[src/pet_types_pkg.sv]
package pet_types_pkg;

    // Need index, also the bit position in the need button vector
    typedef enum logic [1:0] {
        NEED_HEALTH = 2'd0,  // Selected after reset
        NEED_ENERGY = 2'd1,
        NEED_HUNGER = 2'd2,
        NEED_FUN    = 2'd3
    } need_e;

    // Face shown next to the selected level
    typedef enum logic {
        FACE_SAD   = 1'b0,   // Level below the threshold
        FACE_HAPPY = 1'b1    // Level at or above the threshold
    } face_e;

endpackage

[src/pet_cfg_pkg.sv]
package pet_cfg_pkg;

    // Need set and level range
    localparam int NUM_NEEDS       = 4;   // Health, energy, hunger, fun
    localparam int LEVEL_W         = 4;   // Holds 0..10
    localparam int LEVEL_MAX       = 10;  // Full level, also reset value
    localparam int LEVEL_MIN_TEST  = 1;   // Low end of the test-mode toggle
    localparam int HAPPY_THRESHOLD = 5;   // Face is happy at or above this

    // Seconds prescaler, simulation scale
    localparam int TICK_CYCLES = 16;      // Board build sets the real clock rate here
    localparam int TICK_W      = $clog2(TICK_CYCLES);

    // Button conditioning
    localparam int DEBOUNCE_CYCLES = 4;   // Stable cycles after the synchronizer
    localparam int DEBOUNCE_W      = $clog2(DEBOUNCE_CYCLES + 1);

    // Long-press detection for reset and test
    localparam int LONG_PRESS_TICKS = 5;  // Five seconds of hold
    localparam int HOLD_W           = $clog2(LONG_PRESS_TICKS + 1);

    // Decay periods in ticks
    localparam int DECAY_HEALTH = 12;
    localparam int DECAY_ENERGY = 10;
    localparam int DECAY_HUNGER = 7;
    localparam int DECAY_FUN    = 5;      // Fastest need

    // Sized for the slowest period
    localparam int DECAY_W = $clog2(DECAY_HEALTH + 1);

endpackage
[src/tamagotchi_top.sv]
module tamagotchi_top (
    input  logic                              clk,
    input  logic                              arst_n,
    input  logic [pet_cfg_pkg::NUM_NEEDS-1:0] btn_need,
    input  logic                              btn_reset,
    input  logic                              btn_test,
    output pet_types_pkg::need_e              display_need,
    output logic [pet_cfg_pkg::LEVEL_W-1:0]   display_level,
    output pet_types_pkg::face_e              face,
    output logic                              test_mode
);

    logic [pet_cfg_pkg::NUM_NEEDS-1:0] need_pulse;   // One-cycle accepted presses
    logic [pet_cfg_pkg::NUM_NEEDS-1:0] decay_pulse;  // One-cycle decrement requests
    logic                              reset_held;   // Debounced reset button
    logic                              test_held;    // Debounced test button
    logic                              tick;         // One per second
    logic                              reset_cmd;
    logic                              test_cmd;
    logic                              freeze;       // Test mode, stops decay

    button_conditioner u_buttons (
        .clk        (clk),
        .arst_n     (arst_n),
        .btn_need   (btn_need),
        .btn_reset  (btn_reset),
        .btn_test   (btn_test),
        .need_pulse (need_pulse),
        .reset_held (reset_held),
        .test_held  (test_held)
    );

    long_press_timer u_timer (
        .clk        (clk),
        .arst_n     (arst_n),
        .reset_held (reset_held),
        .test_held  (test_held),
        .tick       (tick),
        .reset_cmd  (reset_cmd),
        .test_cmd   (test_cmd)
    );

    need_decay u_decay (
        .clk         (clk),
        .arst_n      (arst_n),
        .tick        (tick),
        .freeze      (freeze),
        .decay_pulse (decay_pulse)
    );

    pet_fsm u_fsm (
        .clk           (clk),
        .arst_n        (arst_n),
        .need_pulse    (need_pulse),
        .decay_pulse   (decay_pulse),
        .reset_cmd     (reset_cmd),
        .test_cmd      (test_cmd),
        .freeze        (freeze),
        .display_need  (display_need),
        .display_level (display_level),
        .face          (face),
        .test_mode     (test_mode)
    );

endmodule

[src/pet_fsm.sv]
module pet_fsm (
    input  logic                              clk,
    input  logic                              arst_n,
    input  logic [pet_cfg_pkg::NUM_NEEDS-1:0] need_pulse,
    input  logic [pet_cfg_pkg::NUM_NEEDS-1:0] decay_pulse,
    input  logic                              reset_cmd,
    input  logic                              test_cmd,
    output logic                              freeze,
    output pet_types_pkg::need_e              display_need,
    output logic [pet_cfg_pkg::LEVEL_W-1:0]   display_level,
    output pet_types_pkg::face_e              face,
    output logic                              test_mode
);

    typedef logic [pet_cfg_pkg::LEVEL_W-1:0]   level_t;
    typedef logic [pet_cfg_pkg::NUM_NEEDS-1:0] need_vec_t;

    level_t               lvl     [pet_cfg_pkg::NUM_NEEDS];  // Current levels
    level_t               lvl_nxt [pet_cfg_pkg::NUM_NEEDS];
    pet_types_pkg::need_e sel;            // Need on the display
    pet_types_pkg::need_e sel_nxt;
    logic                 mode_nxt;
    need_vec_t            sel_hot;        // sel as a one-hot mask
    need_vec_t            feed;           // Press on the already selected need
    level_t               shown_nxt;      // Level the display will show

    assign sel_hot = need_vec_t'(1) << sel;
    assign feed    = need_pulse & sel_hot;

    always_comb begin
        lvl_nxt  = lvl;
        sel_nxt  = sel;
        mode_nxt = test_mode;
        if (reset_cmd) begin                      // Long reset beats everything
            for (int i = 0; i < pet_cfg_pkg::NUM_NEEDS; i++) begin
                lvl_nxt[i] = level_t'(pet_cfg_pkg::LEVEL_MAX);
            end
            sel_nxt  = pet_types_pkg::NEED_HEALTH;
            mode_nxt = 1'b0;
        end else if (test_cmd) begin              // Entry cycle, presses and decay dropped
            mode_nxt = 1'b1;
        end else begin
            for (int i = 0; i < pet_cfg_pkg::NUM_NEEDS; i++) begin
                if (need_pulse[i] && !feed[i]) begin
                    sel_nxt = pet_types_pkg::need_e'(i);  // First press only selects
                end
                if (test_mode) begin
                    if (feed[i]) begin
                        lvl_nxt[i] = (lvl[i] == level_t'(pet_cfg_pkg::LEVEL_MAX)) ?
                                     level_t'(pet_cfg_pkg::LEVEL_MIN_TEST) :
                                     level_t'(pet_cfg_pkg::LEVEL_MAX);
                    end
                end else if (feed[i] && !decay_pulse[i]) begin
                    if (lvl[i] != level_t'(pet_cfg_pkg::LEVEL_MAX)) begin
                        lvl_nxt[i] = lvl[i] + 1'b1;        // Feed, stops at full
                    end
                end else if (decay_pulse[i] && !feed[i]) begin
                    if (lvl[i] != '0) begin
                        lvl_nxt[i] = lvl[i] - 1'b1;        // Decay, stops at empty
                    end
                end
            end
        end
    end

    assign shown_nxt = lvl_nxt[sel_nxt];

    always_ff @(posedge clk or negedge arst_n) begin
        if (!arst_n) begin
            for (int i = 0; i < pet_cfg_pkg::NUM_NEEDS; i++) begin
                lvl[i] <= level_t'(pet_cfg_pkg::LEVEL_MAX);
            end
            sel           <= pet_types_pkg::NEED_HEALTH;
            test_mode     <= 1'b0;
            display_level <= level_t'(pet_cfg_pkg::LEVEL_MAX);
            face          <= pet_types_pkg::FACE_HAPPY;
        end else begin
            lvl           <= lvl_nxt;
            sel           <= sel_nxt;
            test_mode     <= mode_nxt;
            display_level <= shown_nxt;           // Same edge as the level change
            face          <= (shown_nxt >= level_t'(pet_cfg_pkg::HAPPY_THRESHOLD)) ?
                             pet_types_pkg::FACE_HAPPY : pet_types_pkg::FACE_SAD;
        end
    end

    assign display_need = sel;
    assign freeze       = test_mode;              // Decay counters idle in test mode

    for (genvar g = 0; g < pet_cfg_pkg::NUM_NEEDS; g++) begin : g_lvl_chk
        a_level_max: assert property (@(posedge clk) disable iff (!arst_n)
            lvl[g] <= level_t'(pet_cfg_pkg::LEVEL_MAX))
            else $error("level %0d above maximum", g);
    end

endmodule

[src/need_decay.sv]
module need_decay (
    input  logic                              clk,
    input  logic                              arst_n,
    input  logic                              tick,
    input  logic                              freeze,
    output logic [pet_cfg_pkg::NUM_NEEDS-1:0] decay_pulse
);

    typedef logic [pet_cfg_pkg::DECAY_W-1:0] decay_cnt_t;

    decay_cnt_t cnt [pet_cfg_pkg::NUM_NEEDS];  // Ticks since last decay

    // Count value on the tick that ends a period
    function automatic decay_cnt_t last_count(input int idx);
        case (pet_types_pkg::need_e'(idx))
            pet_types_pkg::NEED_HEALTH: return decay_cnt_t'(pet_cfg_pkg::DECAY_HEALTH - 1);
            pet_types_pkg::NEED_ENERGY: return decay_cnt_t'(pet_cfg_pkg::DECAY_ENERGY - 1);
            pet_types_pkg::NEED_HUNGER: return decay_cnt_t'(pet_cfg_pkg::DECAY_HUNGER - 1);
            default:                    return decay_cnt_t'(pet_cfg_pkg::DECAY_FUN - 1);
        endcase
    endfunction

    always_comb begin
        for (int i = 0; i < pet_cfg_pkg::NUM_NEEDS; i++) begin
            decay_pulse[i] = tick && !freeze && (cnt[i] == last_count(i));
        end
    end

    always_ff @(posedge clk or negedge arst_n) begin
        if (!arst_n) begin
            for (int i = 0; i < pet_cfg_pkg::NUM_NEEDS; i++) begin
                cnt[i] <= '0;
            end
        end else begin
            for (int i = 0; i < pet_cfg_pkg::NUM_NEEDS; i++) begin
                if (freeze) begin
                    cnt[i] <= '0;              // Test mode holds all periods
                end else if (tick) begin
                    if (decay_pulse[i]) begin
                        cnt[i] <= '0;          // Period done, restart
                    end else begin
                        cnt[i] <= cnt[i] + 1'b1;
                    end
                end
            end
        end
    end

endmodule

[src/long_press_timer.sv]
module long_press_timer (
    input  logic clk,
    input  logic arst_n,
    input  logic reset_held,
    input  logic test_held,
    output logic tick,
    output logic reset_cmd,
    output logic test_cmd
);

    typedef logic [pet_cfg_pkg::TICK_W-1:0] tick_cnt_t;
    typedef logic [pet_cfg_pkg::HOLD_W-1:0] hold_cnt_t;

    tick_cnt_t presc;              // Cycles into the current second
    hold_cnt_t hold_cnt [2];       // Index 0 reset, 1 test
    logic [1:0] held;
    logic [1:0] fire;

    assign held = {test_held, reset_held};

    // Last cycle of each second
    assign tick = (presc == tick_cnt_t'(pet_cfg_pkg::TICK_CYCLES - 1));

    always_ff @(posedge clk or negedge arst_n) begin
        if (!arst_n) begin
            presc <= '0;
        end else if (tick) begin
            presc <= '0;
        end else begin
            presc <= presc + 1'b1;
        end
    end

    always_comb begin
        for (int i = 0; i < 2; i++) begin
            fire[i] = held[i] && tick &&
                      (hold_cnt[i] == hold_cnt_t'(pet_cfg_pkg::LONG_PRESS_TICKS - 1));
        end
    end

    always_ff @(posedge clk or negedge arst_n) begin
        if (!arst_n) begin
            hold_cnt[0] <= '0;
            hold_cnt[1] <= '0;
        end else begin
            for (int i = 0; i < 2; i++) begin
                if (!held[i]) begin
                    hold_cnt[i] <= '0;     // Released, next hold starts fresh
                end else if (tick &&
                             hold_cnt[i] != hold_cnt_t'(pet_cfg_pkg::LONG_PRESS_TICKS)) begin
                    hold_cnt[i] <= hold_cnt[i] + 1'b1; // Saturates, fires once
                end
            end
        end
    end

    assign reset_cmd = fire[0];
    assign test_cmd  = fire[1];

    // Decay and hold counters rely on single-cycle ticks
    a_tick_single: assert property (@(posedge clk) disable iff (!arst_n)
        tick |=> !tick)
        else $error("tick high in consecutive cycles");

endmodule

[src/button_conditioner.sv]
module button_conditioner (
    input  logic                              clk,
    input  logic                              arst_n,
    input  logic [pet_cfg_pkg::NUM_NEEDS-1:0] btn_need,
    input  logic                              btn_reset,
    input  logic                              btn_test,
    output logic [pet_cfg_pkg::NUM_NEEDS-1:0] need_pulse,
    output logic                              reset_held,
    output logic                              test_held
);

    typedef logic [pet_cfg_pkg::DEBOUNCE_W-1:0] deb_cnt_t;
    typedef logic [pet_cfg_pkg::NUM_NEEDS-1:0]  need_vec_t;

    logic [5:0] raw;               // Test, reset, then the need buttons
    logic [5:0] sync_q1;           // First synchronizer stage
    logic [5:0] sync_q2;           // Second stage, safe to use
    logic [5:0] stable;            // Debounced levels
    logic [5:0] accept;            // Stable long enough, flip this cycle
    deb_cnt_t   cnt [6];           // Cycles the new value has held
    need_vec_t  rise;              // Accepted need presses, may be several
    need_vec_t  pulse_q;

    assign raw = {btn_test, btn_reset, btn_need};

    always_ff @(posedge clk or negedge arst_n) begin
        if (!arst_n) begin
            sync_q1 <= '0;
            sync_q2 <= '0;
        end else begin
            sync_q1 <= raw;        // Asynchronous inputs land here
            sync_q2 <= sync_q1;
        end
    end

    always_comb begin
        for (int i = 0; i < 6; i++) begin
            accept[i] = (sync_q2[i] != stable[i]) &&
                        (cnt[i] == deb_cnt_t'(pet_cfg_pkg::DEBOUNCE_CYCLES));
        end
    end

    // Only press edges of the need buttons matter
    assign rise = accept[pet_cfg_pkg::NUM_NEEDS-1:0] & sync_q2[pet_cfg_pkg::NUM_NEEDS-1:0];

    always_ff @(posedge clk or negedge arst_n) begin
        if (!arst_n) begin
            stable  <= '0;
            pulse_q <= '0;
            for (int i = 0; i < 6; i++) begin
                cnt[i] <= '0;
            end
        end else begin
            for (int i = 0; i < 6; i++) begin
                if (sync_q2[i] == stable[i] || accept[i]) begin
                    cnt[i] <= '0;          // Bounce or done, start over
                end else begin
                    cnt[i] <= cnt[i] + 1'b1;
                end
            end
            stable  <= stable ^ accept;    // Take the new value
            pulse_q <= rise & (~rise + 1'b1); // Lowest index wins
        end
    end

    assign need_pulse = pulse_q;
    assign reset_held = stable[4];
    assign test_held  = stable[5];

    // FSM decodes need_pulse as a single selection
    a_pulse_onehot: assert property (@(posedge clk) disable iff (!arst_n)
        $onehot0(need_pulse))
        else $error("need_pulse has more than one bit set");

endmodule

[config.mk]
export PLATFORM = sky130hd
export DESIGN_NAME = tamagotchi_top
export DESIGN_NICKNAME = d
export VERILOG_FILES = /design/src/pet_types_pkg.sv /design/src/pet_cfg_pkg.sv /design/src/tamagotchi_top.sv /design/src/pet_fsm.sv /design/src/need_decay.sv /design/src/long_press_timer.sv /design/src/button_conditioner.sv
export SDC_FILE = /design/constraint.sdc
export NUM_CORES = 1
export LEC_CHECK = 0
export BUFFER_PORTS_ARGS = -buffer_cell sky130_fd_sc_hd__buf_2
export CAP_MARGIN = 20
export CORE_MARGIN = 8
export CORE_UTILIZATION = 40
export CTS_CLUSTER_DIAMETER = 40
export CTS_CLUSTER_SIZE = 20
export DETAILED_ROUTE_END_ITERATION = 6
export PLACE_DENSITY = 0.64
export SYNTH_ARGS = -nofsm -noshare
export SYNTH_HDL_FRONTEND = slang
export SYNTH_SLANG_ARGS = --single-unit
[constraint.sdc]
create_clock -name clk -period 5.85 [get_ports clk]
set_input_delay 0.585 -clock clk [delete_from_list [all_inputs] [get_ports clk]]
set_output_delay 0.585 -clock clk [all_outputs]
set_load 0.02 [all_outputs]
=== Yosys cells after proc, flatten, opt, wreduce, memory -nomap -nowiden ===
Cells that the tools add are included.
W data, S select, Z words.

* Flip-flop bits (word level): 90

* Magnitude comparators: 2
* Bitwise operators: 6
* Equality and inequality tests: 37
* Reductions and logical operators: 50
* Multiplexer cells: 65
* Shift-type cells: 1
* $add $sub $neg: 22

{| class="wikitable"
|+ Operators with widths
! operator !! number
|-
| $mux W4 || 43
|-
| $add A4 B1 Y4 const B || 10
|-
| $mux W16 || 2
|-
| $mux W3 || 10
|-
| $logic_and A1 B1 Y1 || 29
|-
| $eq A4 B4 Y1 const B || 7
|-
| $add A3 B1 Y3 const B || 8
|-
| $eq A3 B3 Y1 const B || 8
|-
| $ne A4 B4 Y1 const B || 4
|-
| $reduce_bool A4 Y1 || 4
|-
| $sub A4 B1 Y4 const B || 4
|-
| $and A4 B4 Y4 || 3
|-
| $mux W2 || 6
|-
| $logic_not A1 Y1 || 9
|-
| $bmux W4 S2 || 1
|-
| $eq A4 B3 Y1 const B || 2
|-
| $eq A1 B1 Y1 || 6
|-
| $logic_or A1 B1 Y1 || 6
|-
| $ne A1 B1 Y1 || 6
|-
| $ne A3 B3 Y1 const B || 2
|-
| $xor A6 B6 Y6 || 1
|-
| $ge A4 B3 Y1 const B || 1
|-
| $ne A2 B1 Y1 const B || 2
|-
| $not A4 Y4 || 1
|-
| 5 further kinds || 8
|}

=== Longest topological paths before layout ===
Gate-level depths: netlist of run 1.

* Word-level depth: 16
* Gate-level depth with buffers: 12
* Mapped depth without buffers: 11

=== Cells and area by module ===
Synthesis of run 1 repeated with hierarchy kept, for this count alone.

* Cell total of the unflattened synthesis: 580
* Area, all modules: 5,616.6 sq um

{| class="wikitable"
|+ Modules (own cells, without submodules)
! module !! instances !! cells each !! area an instance (sq um)
|-
| pet_fsm || 1 || 309 || 2,486.1
|-
| button_conditioner || 1 || 119 || 1,634.1
|-
| need_decay || 1 || 98 || 923.4
|-
| long_press_timer || 1 || 54 || 573.0
|}

=== Least setup slack after synthesis of run 1 ===
OpenSTA, ideal clock, no wires.

* Kind: flip-flop to flip-flop
* Start point: reg u_fsm.lvl[8] (netlist name)
* End point: reg u_fsm.face
* Setup time: 0.077 ns
* Arrival: 2.320 ns
* Setup slack: 3.454 ns
* Stages on the path, launching flop included: 11
* Cell sequence: dfrtp_1 -> inv_1 -> ha_1 -> or3b_2 -> nand4_1 -> a2111oi_0 -> or3b_1 -> mux2i_1 -> o211ai_1 -> or2_1 -> a21o_1

* Longest elaborated chain between the ends: 12

{| class="wikitable"
|+ RTL lines
! element !! line !! source
|-
| from (decl) || pet_fsm.sv:18 || <nowiki>level_t lvl [pet_cfg_pkg::NUM_NEEDS];</nowiki>
|-
| from (signal, indexed assignment) || pet_fsm.sv:71 || <nowiki>lvl[i] <= level_t'(pet_cfg_pkg::LEVEL_MAX);</nowiki>
|-
| from (signal assigned) || pet_fsm.sv:78 || <nowiki>lvl <= lvl_nxt;</nowiki>
|-
| $sub A4 B1 Y4 or $reduce_bool A4 Y1 (tied branches) || pet_fsm.sv:59, pet_fsm.sv:58 ||
|-
| $mux W4 || pet_fsm.sv:58 || <nowiki>if (lvl[i] != '0) begin</nowiki>
|-
| $mux W4 || pet_fsm.sv:57 || <nowiki>end else if (decay_pulse[i] && !feed[i]) begin</nowiki>
|-
| $mux W4 || pet_fsm.sv:53 || <nowiki>end else if (feed[i] && !decay_pulse[i]) begin</nowiki>
|-
| $mux W4 || pet_fsm.sv:47 || <nowiki>if (test_mode) begin</nowiki>
|-
| $mux W16 * || pet_fsm.sv:40 || <nowiki>end else if (test_cmd) begin</nowiki>
|-
| $mux W16 * || pet_fsm.sv:34 || <nowiki>if (reset_cmd) begin</nowiki>
|-
| $bmux W4 S2 * || pet_fsm.sv:66 || <nowiki>assign shown_nxt = lvl_nxt[sel_nxt];</nowiki>
|-
| $mux W4 (not written as such) * (2 in series) || pet_fsm.sv:66 ||
|-
| net u_fsm.shown_nxt[0] || pet_fsm.sv:25 || <nowiki>level_t shown_nxt;</nowiki>
|-
| $ge A4 B3 Y1 * || pet_fsm.sv:82 || <nowiki>face <= (shown_nxt >= level_t'(pet_cfg_pkg::HAPPY_THRESHOLD)) ?</nowiki>
|-
| $mux W1 * || pet_fsm.sv:82 ||
|-
| to (signal assigned) || pet_fsm.sv:76 || <nowiki>face <= pet_types_pkg::FACE_HAPPY;</nowiki>
|-
| to (signal assigned) || pet_fsm.sv:82 ||
|-
| to (decl) || pet_fsm.sv:11 || <nowiki>output pet_types_pkg::face_e face,</nowiki>
|}

The timed path passes the listed nets; every way through them passes the cells marked *. The select of a mux whose other input is x is not followed.
A chain may end at the register's enable or synchronous reset.

=== Worst setup path in the final report of run 1 ===
* Start point: reg u_timer.presc[0]
* End point: reg u_fsm.face

{| class="wikitable"
|+ RTL lines
! element !! line !! source
|-
| from (decl) || long_press_timer.sv:14 || <nowiki>tick_cnt_t presc;</nowiki>
|-
| from (signal assigned) || long_press_timer.sv:30 || <nowiki>presc <= presc + 1'b1;</nowiki>
|-
| $eq A4 B4 Y1 * || long_press_timer.sv:22 || <nowiki>assign tick = (presc == tick_cnt_t'(pet_cfg_pkg::TICK_CYCLES - 1));</nowiki>
|-
| $logic_and A1 B1 Y1 (2 in series) || long_press_timer.sv:36 || <nowiki>fire[i] = held[i] && tick &&</nowiki>
|-
| $mux W2 || pet_fsm.sv:40 ||
|-
| $mux W2 * || pet_fsm.sv:34 ||
|-
| net u_fsm.sel_nxt[1] || pet_fsm.sv:21 || <nowiki>pet_types_pkg::need_e sel_nxt;</nowiki>
|-
| $not A2 Y3 (not written as such) * || pet_fsm.sv:66 ||
|-
| $bmux W4 S2 * || pet_fsm.sv:66 ||
|-
| $mux W4 (not written as such) * (2 in series) || pet_fsm.sv:66 ||
|-
| net u_fsm.shown_nxt[1] || pet_fsm.sv:25 ||
|-
| $ge A4 B3 Y1 * || pet_fsm.sv:82 ||
|-
| $mux W1 * || pet_fsm.sv:82 ||
|}

Marks and branches as above.

==> results.toml, run 1 <==
[status]
outcome = "finished clean"

[critical_path]
end_kind = "register"
reg2reg_from = "u_timer.presc[0]"
critPathLaunchType = "register"
rr_worst_depth = 10
r2r_end = "u_fsm.face"
slowest_delay_ns = 0.97
crit_path_frequent_cell = "nor2_1"
cp_max_fo = 32
critPathArrivalTime_ns = 3.92
cp_cell_sequence = "ha_1, nand3_2, nor2_1, nor2_1, o211ai_1, inv_1, nor2_1, a22oi_1, or2_1, a21o_1"
worstSetupPathType = "reg -> reg"
cpMaxStageDelayCell = "nor2_1"
rrSetupSlack_ns = 2.20
critical_path_required_ns = 6.12

[finish]
drive_gt1_share_pct = 12.46
ff_latch_area_um2 = 2266
utilization_pct = 43.84
syn_to_final_growth_pct = 8.290
final_cell_mix = "79 x dfrtp_1, 45 x nand2_1, 42 x a21oi_1, 39 x nor2_1, 38 x ha_1"
post-route-cell-area_um2 = 6015
num_antenna_cells = 0
nNetsFinal = 627
final_common_cell = "dfrtp_1"
fill_cells = 1314
multi_input_area_um2 = 3012

[timing]
min_period_ns = 3.648
relSlewSlack_pct = 34.61
hold_viol = 0
finClkSkew_ns = 0.008510
worst_slew_pin_slew_ns = 0.9773
report.final.slew_viol_count = 0
holdWs_ns = 0.1706
post-route-period-util_pct = 62.36
finalSetupTns_ns = 0
setup_viol = 0
fmax_mhz = 274.1
grt_setup_unrepaired = "false"

[cts]
cts_tree = "built"
clk_pin_slew_ns = 0.07
cts.sinks = 90
cts_max_level = 3
cts-resized-gates = 0
root_buffer = "clkbuf_16"
cts_made_buffers = 9
insertion_delay_ns = 0.34
post-cts-setup-buffers = 0
holdBufCountCts = 0
clk_path_buf_depth = 2

[pwr]
switching_share_pct = 33.62
power_frac_seq_pct = 44.8
p_per_area_nw_per_um2 = 320.2
irDropWorstVdd_v = 0.0001944
power.leakage_nw = 2.565
combPwrFrac_pct = 26.8
p_int_w = 0.001278
power_switching_w = 0.0006475
p_clk_share_pct = 28.4

[floorplanning]
io-pin-count = 16
die_w_um = 133.8
die_height_um = 133.8
row_count = 43
coreArea_um2 = 13720
die_area_um2 = 17910
initial_core_util_pct = 40.48

[place]
dp_hpwl_um = 8749
dpl-instance-area_um2 = 5734
port_buffers = 15
place_congestion = 0.8713

[min_path]
hold_path.class = "in -> async"

[logic_synthesis]
syn_area_um2 = 5554
syn_inst = 582
async_reset_ff_share_pct = 100.0
avgSynthCellArea_um2 = 9.543
ys_ff_latch = 90
synth_area_leaders = "dfrtp_1 36%, ha_1 8.6%, dfstp_2 5.2%"
synth_nets = 628
yosysTopAreaCellShare_pct = 35.59
synth_cell_type_count = 82
synth_edf_count = 0
yosysWarnings = 0
yosysSeqAreaShare_pct = 40.80
synth-main-ff-cell = "dfrtp_1"
yosysTopAreaCell = "dfrtp_1"

[drt]
drtIter0Drc = 409
drc = 0
avgRoutedWirePerCell_um = 16.52
num_vias = 4459
viasPerCell = 5.821
firstDrtPassIters = 5
detail-route-antenna-nets = 0
wirelength_um = 12650

[grt]
grt_first_pass_wirelength_um = 21230
grt_antenna_before_repair = 0
grt.total_usage_pct = 14.47
overflow = 0
grt_pass1_vias = 4384
grt_max_degree = 60

[run]
max_cap_viol_count = 0
==> Yosys cell counts (all sizes together) (11+ instances only) <==
library cell  number
o21ai             23
and3b             12
clkbuf            15
ha                38
nand2             45
dfstp             11
inv               35
nor2              40
buf               15
mux2i             15
and2              11
nand3             20
dfrtp             79
nor3              17
a21oi             43
a211oi            12
==> layout make-up <==
class                   count  area share [%]
clock inverters             5          0.6241
inverters                  35           2.184
flip-flops and latches     90           37.67
multi-input cells         427           50.07
repair buffers             18           1.664
well taps                 180           3.745
clock buffers              11           4.036
==> worst max-delay path, delay by kind of cell (launching register included) <==
family / cells / cell delay, ns
compound gates: 3 / 0.69
fa+ha+maj: 1 / 0.29
buf+inv: 1 / 0.20
flops: 1 / 0.39
simple gates: 5 / 2.02
==> layer usage <==
layer	vias up	GRT usage (%)	wire, um
met5	-	0	0
met4	0	5.802	293
met3	33	3.590	689
met2	151	24.02	6111
met1	2150	17.65	5558
li1	2125	-	-
==> kinds of logic after synthesis <==
| group | Yosys count | synth area share (%) |
|---|---|---|
| DFF | 90 | 40.80 |
| adders and majority gates | 38 | 8.561 |
| and+or+nand+nor | 210 | 21.47 |
| AOI/OAI and AO/OA | 143 | 17.77 |
| muxes | 24 | 4.528 |
| xor gates and xnor gates | 12 | 1.892 |
| buffers and inverters | 65 | 4.978 |
==> registers in the layout (all words and copies together), names as in the netlist, named ones only <==
name,count
u_fsm.display_level,4
u_fsm.lvl,16
u_fsm.freeze,1
u_buttons.sync_q2,6
u_fsm.display_need,2
u_fsm.face,1
u_timer.hold_cnt,6
u_decay.cnt,16
u_buttons.cnt,18
u_timer.presc,4
u_buttons.sync_q1,6
u_buttons.need_pulse,4
==> per-stage QoR <==
step	power, W	instances	setup slack [ns]
final	0.001926	766	2.202
after global routing	0.002049	766	1.861
after CTS	0.001941	766	2.288
after detailed placement	0.001384	750	2.293
after global placement	0.001355	750	2.425
after floorplan	0.001250	582	3.454
==> how the worst max path moves through the flow <==
stage,from,slack [ns],endpoint
after global routing,u_timer.presc[0],1.86,u_fsm.face
after floorplan,u_fsm.lvl[8],3.45,u_fsm.face
after detailed placement,u_timer.presc[0],2.29,u_fsm.face
after global placement,u_timer.presc[0],2.43,u_fsm.face
final,u_timer.presc[0],2.20,u_fsm.face
after CTS,u_timer.presc[0],2.29,u_fsm.face
==> power by group through the flow <==
stage | combinational (W) | clock, W | sequential [W]
final | 0.000515 | 0.000548 | 0.000863
after global routing | 0.000576 | 0.000593 | 0.000880
after CTS | 0.000517 | 0.000562 | 0.000862
after detailed placement | 0.000512 | 0 | 0.000872
after global placement | 0.000491 | 0 | 0.000864
after floorplan | 0.000408 | 0 | 0.000841
No activity file was read; power rests on OpenSTA's default activity.
==> inputs of run 2 (changes only) <==
--- a/config.mk
+++ b/config.mk
@@ -12,7 +12,7 @@
 export CTS_CLUSTER_DIAMETER = 40
 export CTS_CLUSTER_SIZE = 20
 export DETAILED_ROUTE_END_ITERATION = 6
-export PLACE_DENSITY = 0.64
+export PLACE_DENSITY = 0.66
 export SYNTH_ARGS = -nofsm -noshare
 export SYNTH_HDL_FRONTEND = slang
 export SYNTH_SLANG_ARGS = --single-unit
==> constraint.sdc (replaced) <==
create_clock -name clk -period 3.25 [get_ports clk]
set_input_delay 0.325 -clock clk [delete_from_list [all_inputs] [get_ports clk]]
set_output_delay 0.325 -clock clk [all_outputs]
set_load 0.02 [all_outputs]
==> results.toml, run 2 (synthesis gave the netlist of run 1 again) <==
[status]
outcome = "finished clean"

[cts]
clk_path_buf_depth = 2
insertion_delay_ns = 0.36
post-cts-setup-buffers = 0
cts_tree = "built"
clk_pin_slew_ns = 0.07
root_buffer = "clkbuf_16"
cts_max_level = 3
cts_made_buffers = 9
cts.sinks = 90

[finish]
num_antenna_cells = 0
nNetsFinal = 638
drive_gt1_share_pct = 14.07
syn_to_final_growth_pct = 10.75
regMostFlops = "u_buttons.cnt"
fill_cells = 1277
top_regs = "u_buttons.cnt x18, u_decay.cnt x16, u_fsm.lvl x16"
post-route-cell-area_um2 = 6151
final_common_cell = "dfrtp_1"
largest_reg_flops = 18
final_cell_mix = "79 x dfrtp_1, 45 x nand2_1, 42 x a21oi_1, 39 x nor2_1, 38 x ha_1"

[floorplanning]
die_w_um = 133.8
io-pin-count = 16
die_area_um2 = 17910
die_height_um = 133.8
row_count = 43
coreArea_um2 = 13720
initial_core_util_pct = 40.48

[timing]
worst_slew_pin_slew_ns = 0.7374
relSlewSlack_pct = 50.32
finClkSkew_ns = 0.009426
report.final.slew_viol_count = 0
holdWs_ns = 0.07276
setup_viol = 0
grt_setup_unrepaired = "false"
min_period_ns = 2.915
fmax_mhz = 343.1
post-route-period-util_pct = 89.68
finalSetupTns_ns = 0
hold_viol = 0

[pwr]
power.leakage_nw = 2.644
irDropWorstVdd_v = 0.0002192
p_per_area_nw_per_um2 = 584.9

[place]
port_buffers = 15
dpl-instance-area_um2 = 5802
place_congestion = 0.9180
dp_hpwl_um = 9013

[critical_path]
critical_path_required_ns = 3.54
cp_max_fo = 9
end_kind = "register"
critPathLaunchType = "register"
worstSetupPathType = "reg -> reg"
critPathArrivalTime_ns = 3.20
rrSetupSlack_ns = 0.34

[drt]
detail-route-antenna-nets = 0
wirelength_um = 12960
firstDrtPassIters = 5
avgRoutedWirePerCell_um = 16.68
drc = 0
drtIter0Drc = 319
num_vias = 4520
viasPerCell = 5.817

[grt]
grt_max_degree = 83
grt_first_pass_wirelength_um = 21640
grt.total_usage_pct = 14.82
grt_antenna_before_repair = 0
grt_pass1_vias = 4473
overflow = 0

[run]
max_cap_viol_count = 0

[min_path]
hold_path.class = "in -> reg"
## run 2: stage by stage
stage / setup WS, ns / cells / total power (W) / utilization (%)
floorplan: 0.8536 / 582 / 0.002250 / -
global placement: 0.4626 / 759 / 0.002457 / 42.29
detailed placement: 0.4043 / 759 / 0.002505 / 42.29
CTS: 0.3890 / 775 / 0.003624 / 44.56
global route: 0.1836 / 777 / 0.003831 / 44.83
finish: 0.3354 / 777 / 0.003598 / 44.83
## run 2: path summary, 6_finish.rpt
kind | startpoint | end | cells after the start
max | u_timer.presc[0] | u_fsm.face | 9
min | btn_need[1] | u_buttons.sync_q1[1] | 1
max reg2reg | u_timer.presc[0] | u_fsm.face | 9
min reg2reg | u_buttons.sync_q1[4] | u_buttons.sync_q2[4] | 0
max in group asynchronous | arst_n | u_fsm.lvl[5] | 4
min in group asynchronous | arst_n | u_timer.hold_cnt[1] | 2
## run 2: metal layers
metal  global-route usage [%]  vias to the layer above  part of all wire (%)
li1                         -                     2150                     -
met1                    18.18                     2182                    43
met2                    23.96                      161                    48
met3                    2.917                       27                   6.2
met4                    8.359                        0                   2.8
met5                        0                        -                     0
## run 2: power by group
| part | internal, W | switching (W) |
|---|---|---|
| clock network | 0.000625 | 0.000463 |
| registers | 0.00133 | 0.000217 |
| logic | 0.000453 | 0.000513 |
## run 2: timing repair
item	4_1_cts	5_1_grt
hold endpoints to repair	0	7
hold buffers	0	1
gates resized for setup	0	0
## run 2: final cells by class
cell class              count  area [um2]  area share [%]
repair buffers             29       205.2           3.336
multi-input cells         427        3012           48.96
well taps                 180       225.2           3.662
inverters                  35       131.4           2.136
clock buffers              10       239.0           3.885
clock inverters             6       72.57           1.180
flip-flops and latches     90        2266           36.84
## run 2: critical path, stage by stage, from the launching register on
cell	delay [ns]
dfrtp_1	0.39
ha_1	0.29
nand4b_1	0.47
nor4b_2	0.55
mux2_2	0.24
a22oi_1	0.10
o311ai_1	0.26
a22oi_1	0.14
or2_1	0.24
a21o_1	0.17
==> inputs of run 3 (changes only) <==
--- a/config.mk
+++ b/config.mk
@@ -5,7 +5,7 @@
 export SDC_FILE = /design/constraint.sdc
 export NUM_CORES = 1
 export LEC_CHECK = 0
-export BUFFER_PORTS_ARGS = -buffer_cell sky130_fd_sc_hd__buf_2
+export BUFFER_PORTS_ARGS = -buffer_cell sky130_fd_sc_hd__clkbuf_2
 export CAP_MARGIN = 20
 export CORE_MARGIN = 8
 export CORE_UTILIZATION = 40
@@ -15,4 +15,5 @@
 export PLACE_DENSITY = 0.66
 export SYNTH_ARGS = -nofsm -noshare
 export SYNTH_HDL_FRONTEND = slang
+export SYNTH_HIERARCHICAL = 1
 export SYNTH_SLANG_ARGS = --single-unit
==> results.toml, run 3 <==
[status]
outcome = "finished clean"

[critical_path]
critPathLaunchType = "register"
cp_max_fo = 14
rr_worst_depth = 12
end_kind = "register"
critPathLaunch = "u_timer/presc[0]"
worstSetupPathType = "reg -> reg"
critPathArrivalTime_ns = 3.18
cp-endpoint = "u_fsm/face"
r2r_end = "u_fsm/face"
reg2reg_from = "u_timer/presc[0]"
critical_path_required_ns = 3.53
rrSetupSlack_ns = 0.36

[drt]
avgRoutedWirePerCell_um = 14.93
viasPerCell = 5.537
firstDrtPassIters = 5
wirelength_um = 11630
drtIter0Drc = 329
num_vias = 4313
drc = 0
detail-route-antenna-nets = 0

[grt]
overflow = 0
grt_max_degree = 47
grt_antenna_before_repair = 0
grt_pass1_vias = 4243
grt_first_pass_wirelength_um = 19830
grt.total_usage_pct = 13.22

[finish]
fill_cells = 1316
final_common_cell = "dfrtp_1"
drive_gt1_share_pct = 14.36
syn_to_final_growth_pct = 11.16
top_regs = "u_buttons/cnt x18, u_decay/cnt x16, u_fsm/lvl x16"
final_cell_mix = "79 x dfrtp_1, 44 x inv_1, 40 x a21oi_1, 39 x nand2_1, 38 x ha_1"
nNetsFinal = 640
multi_input_area_um2 = 3044
num_antenna_cells = 0
utilization_pct = 45.33
regMostFlops = "u_buttons/cnt"
largest_reg_flops = 18
layout.cells.non_filler = 779
post-route-cell-area_um2 = 6243
ff_latch_area_um2 = 2266

[min_path]
hold_path.class = "in -> reg"

[timing]
finalSetupTns_ns = 0
hold_viol = 0
setup_viol = 0
grt_setup_unrepaired = "false"
relSlewSlack_pct = 61.46
worst_slew_pin_slew_ns = 0.5721
finClkSkew_ns = 0.008242
report.final.slew_viol_count = 0
fmax_mhz = 345.5
post-route-period-util_pct = 89.06
min_period_ns = 2.894

[cts]
clk_pin_slew_ns = 0.07
insertion_delay_ns = 0.34
clk_path_buf_depth = 2
cts_made_buffers = 9
cts.sinks = 90
cts_max_level = 3
post-cts-setup-buffers = 0
root_buffer = "clkbuf_16"
cts_tree = "built"

[run]
max_cap_viol_count = 0

[floorplanning]
row_count = 43
initial_core_util_pct = 40.78
die_height_um = 134.5
die_area_um2 = 18090
io-pin-count = 16
coreArea_um2 = 13770
die_w_um = 134.5

[pwr]
irDropWorstVdd_v = 0.0003705
power.leakage_nw = 2.738
p_per_area_nw_per_um2 = 623.7

[logic_synthesis]
yosys-top-cells-count = "79 x dfrtp_1, 44 x inv_1, 40 x a21oi_1"
yosysWarnings = 6
synth_cell_type_count = 82
syn_inst = 580
synth-main-ff-cell = "dfrtp_1"
avgSynthCellArea_um2 = 9.684
yosysSeqAreaShare_pct = 40.34
yosysTopAreaCell = "dfrtp_1"
ys_ff_latch = 90
synth_edf_count = 0
synth_area_leaders = "dfrtp_1 35%, ha_1 8.5%, dfstp_2 5.1%"
yosysTopAreaCellShare_pct = 35.20
syn_area_um2 = 5617
synth_nets = 626
async_reset_ff_share_pct = 100.0
yosysMostFrequentCell = "dfrtp_1"

[place]
placed_cells_incl_taps = 762
dp_hpwl_um = 8354
port_buffers = 15
dpl-instance-area_um2 = 5887
place_congestion = 0.8813
run 3: changes by cell type after synthesis, sizes merged, moves of 6 or more:
cell and change:
nand2b +11, inv +10, or3b +6, nand3b +6, nand4 -6, and3b -6
nor2 -6, o21ai +13, a211oi -8
run 3: area by class of cell:
type,instances,share of cell area [%]
inverters,45,2.745
multi-input cells,418,48.76
clock buffers,10,3.667
flip-flops and latches,90,36.29
well taps,180,3.607
clock inverters,6,1.844
repair buffers,30,3.086
run 3: cells by family (layout without fill, tap and decap cells):
kind of cell	count (synthesis)	in the layout	synth area share (%)
AO/OA/AOI/OAI	144	144	17.38
buffers and inverters	72	91	5.502
AND/OR/NAND/NOR	206	206	22.74
adder cells (fa/ha/maj)	38	38	8.465
XOR/XNOR	11	11	1.715
flip-flops	90	90	40.34
multiplexers	19	19	3.854
run 3: worst min-delay path by stage:
stage                 from                         end  depth (start not counted)
3_5_place_dp        arst_n        u_buttons/sync_q1[5]                          1
2_1_floorplan       arst_n  asynchronous set/reset pin                          0
3_3_place_gp        arst_n        u_buttons/sync_q1[5]                          1
6_report       btn_need[0]        u_buttons/sync_q1[0]                          1
4_1_cts        btn_need[0]        u_buttons/sync_q1[0]                          1
5_1_grt        btn_need[2]        u_buttons/sync_q1[2]                          1
run 3: worst max-delay path: stages, from the launching register on:
cell      delay [ns]
dfrtp_1         0.39
ha_1            0.26
nand3_4         0.14
inv_4           0.07
nand2_1         0.11
nor2_2          0.45
nor2_1          0.10
o21ai_0         0.17
a21oi_1         0.08
a2111o_1        0.36
mux4_2          0.49
o211ai_2        0.08
a21o_1          0.13
run 3: where the power goes:
part | internal, W | leakage, nW | switching (W) | total [W]
Sequential | 0.00135 | 1.10 | 0.000245 | 0.00159
Clock | 0.000756 | 0.163 | 0.000436 | 0.00119
Combinational | 0.000515 | 1.47 | 0.000596 | 0.00111
run 3: per-stage QoR:
stage	hold WS (ns)	setup slack (ns)	total power, W
final	0.08807	0.3557	0.003894
after global routing	0.07386	0.05528	0.004160
after CTS	0.07690	0.1153	0.003940
after detailed placement	0.3373	0.1270	0.002730
after global placement	0.3334	0.2046	0.002648
after floorplan	0.02941	0.3149	0.002416
run 3: repair_timing:
action	CTS	global route
endpoints found under the setup margin	0	3
gates resized for setup	0	1
hold endpoints to repair	40	0
hold buffers	1	0
run 3: metal layers:
| metal | vias up | track usage (%) | wire length [um] |
|---|---|---|---|
| met3 | 16 | 2.749 | 364 |
| met1 | 2125 | 16.32 | 5295 |
| li1 | 2101 | - | - |
| met5 | - | 0 | 0 |
| met4 | 0 | 4.741 | 172 |
| met2 | 71 | 22.34 | 5796 |
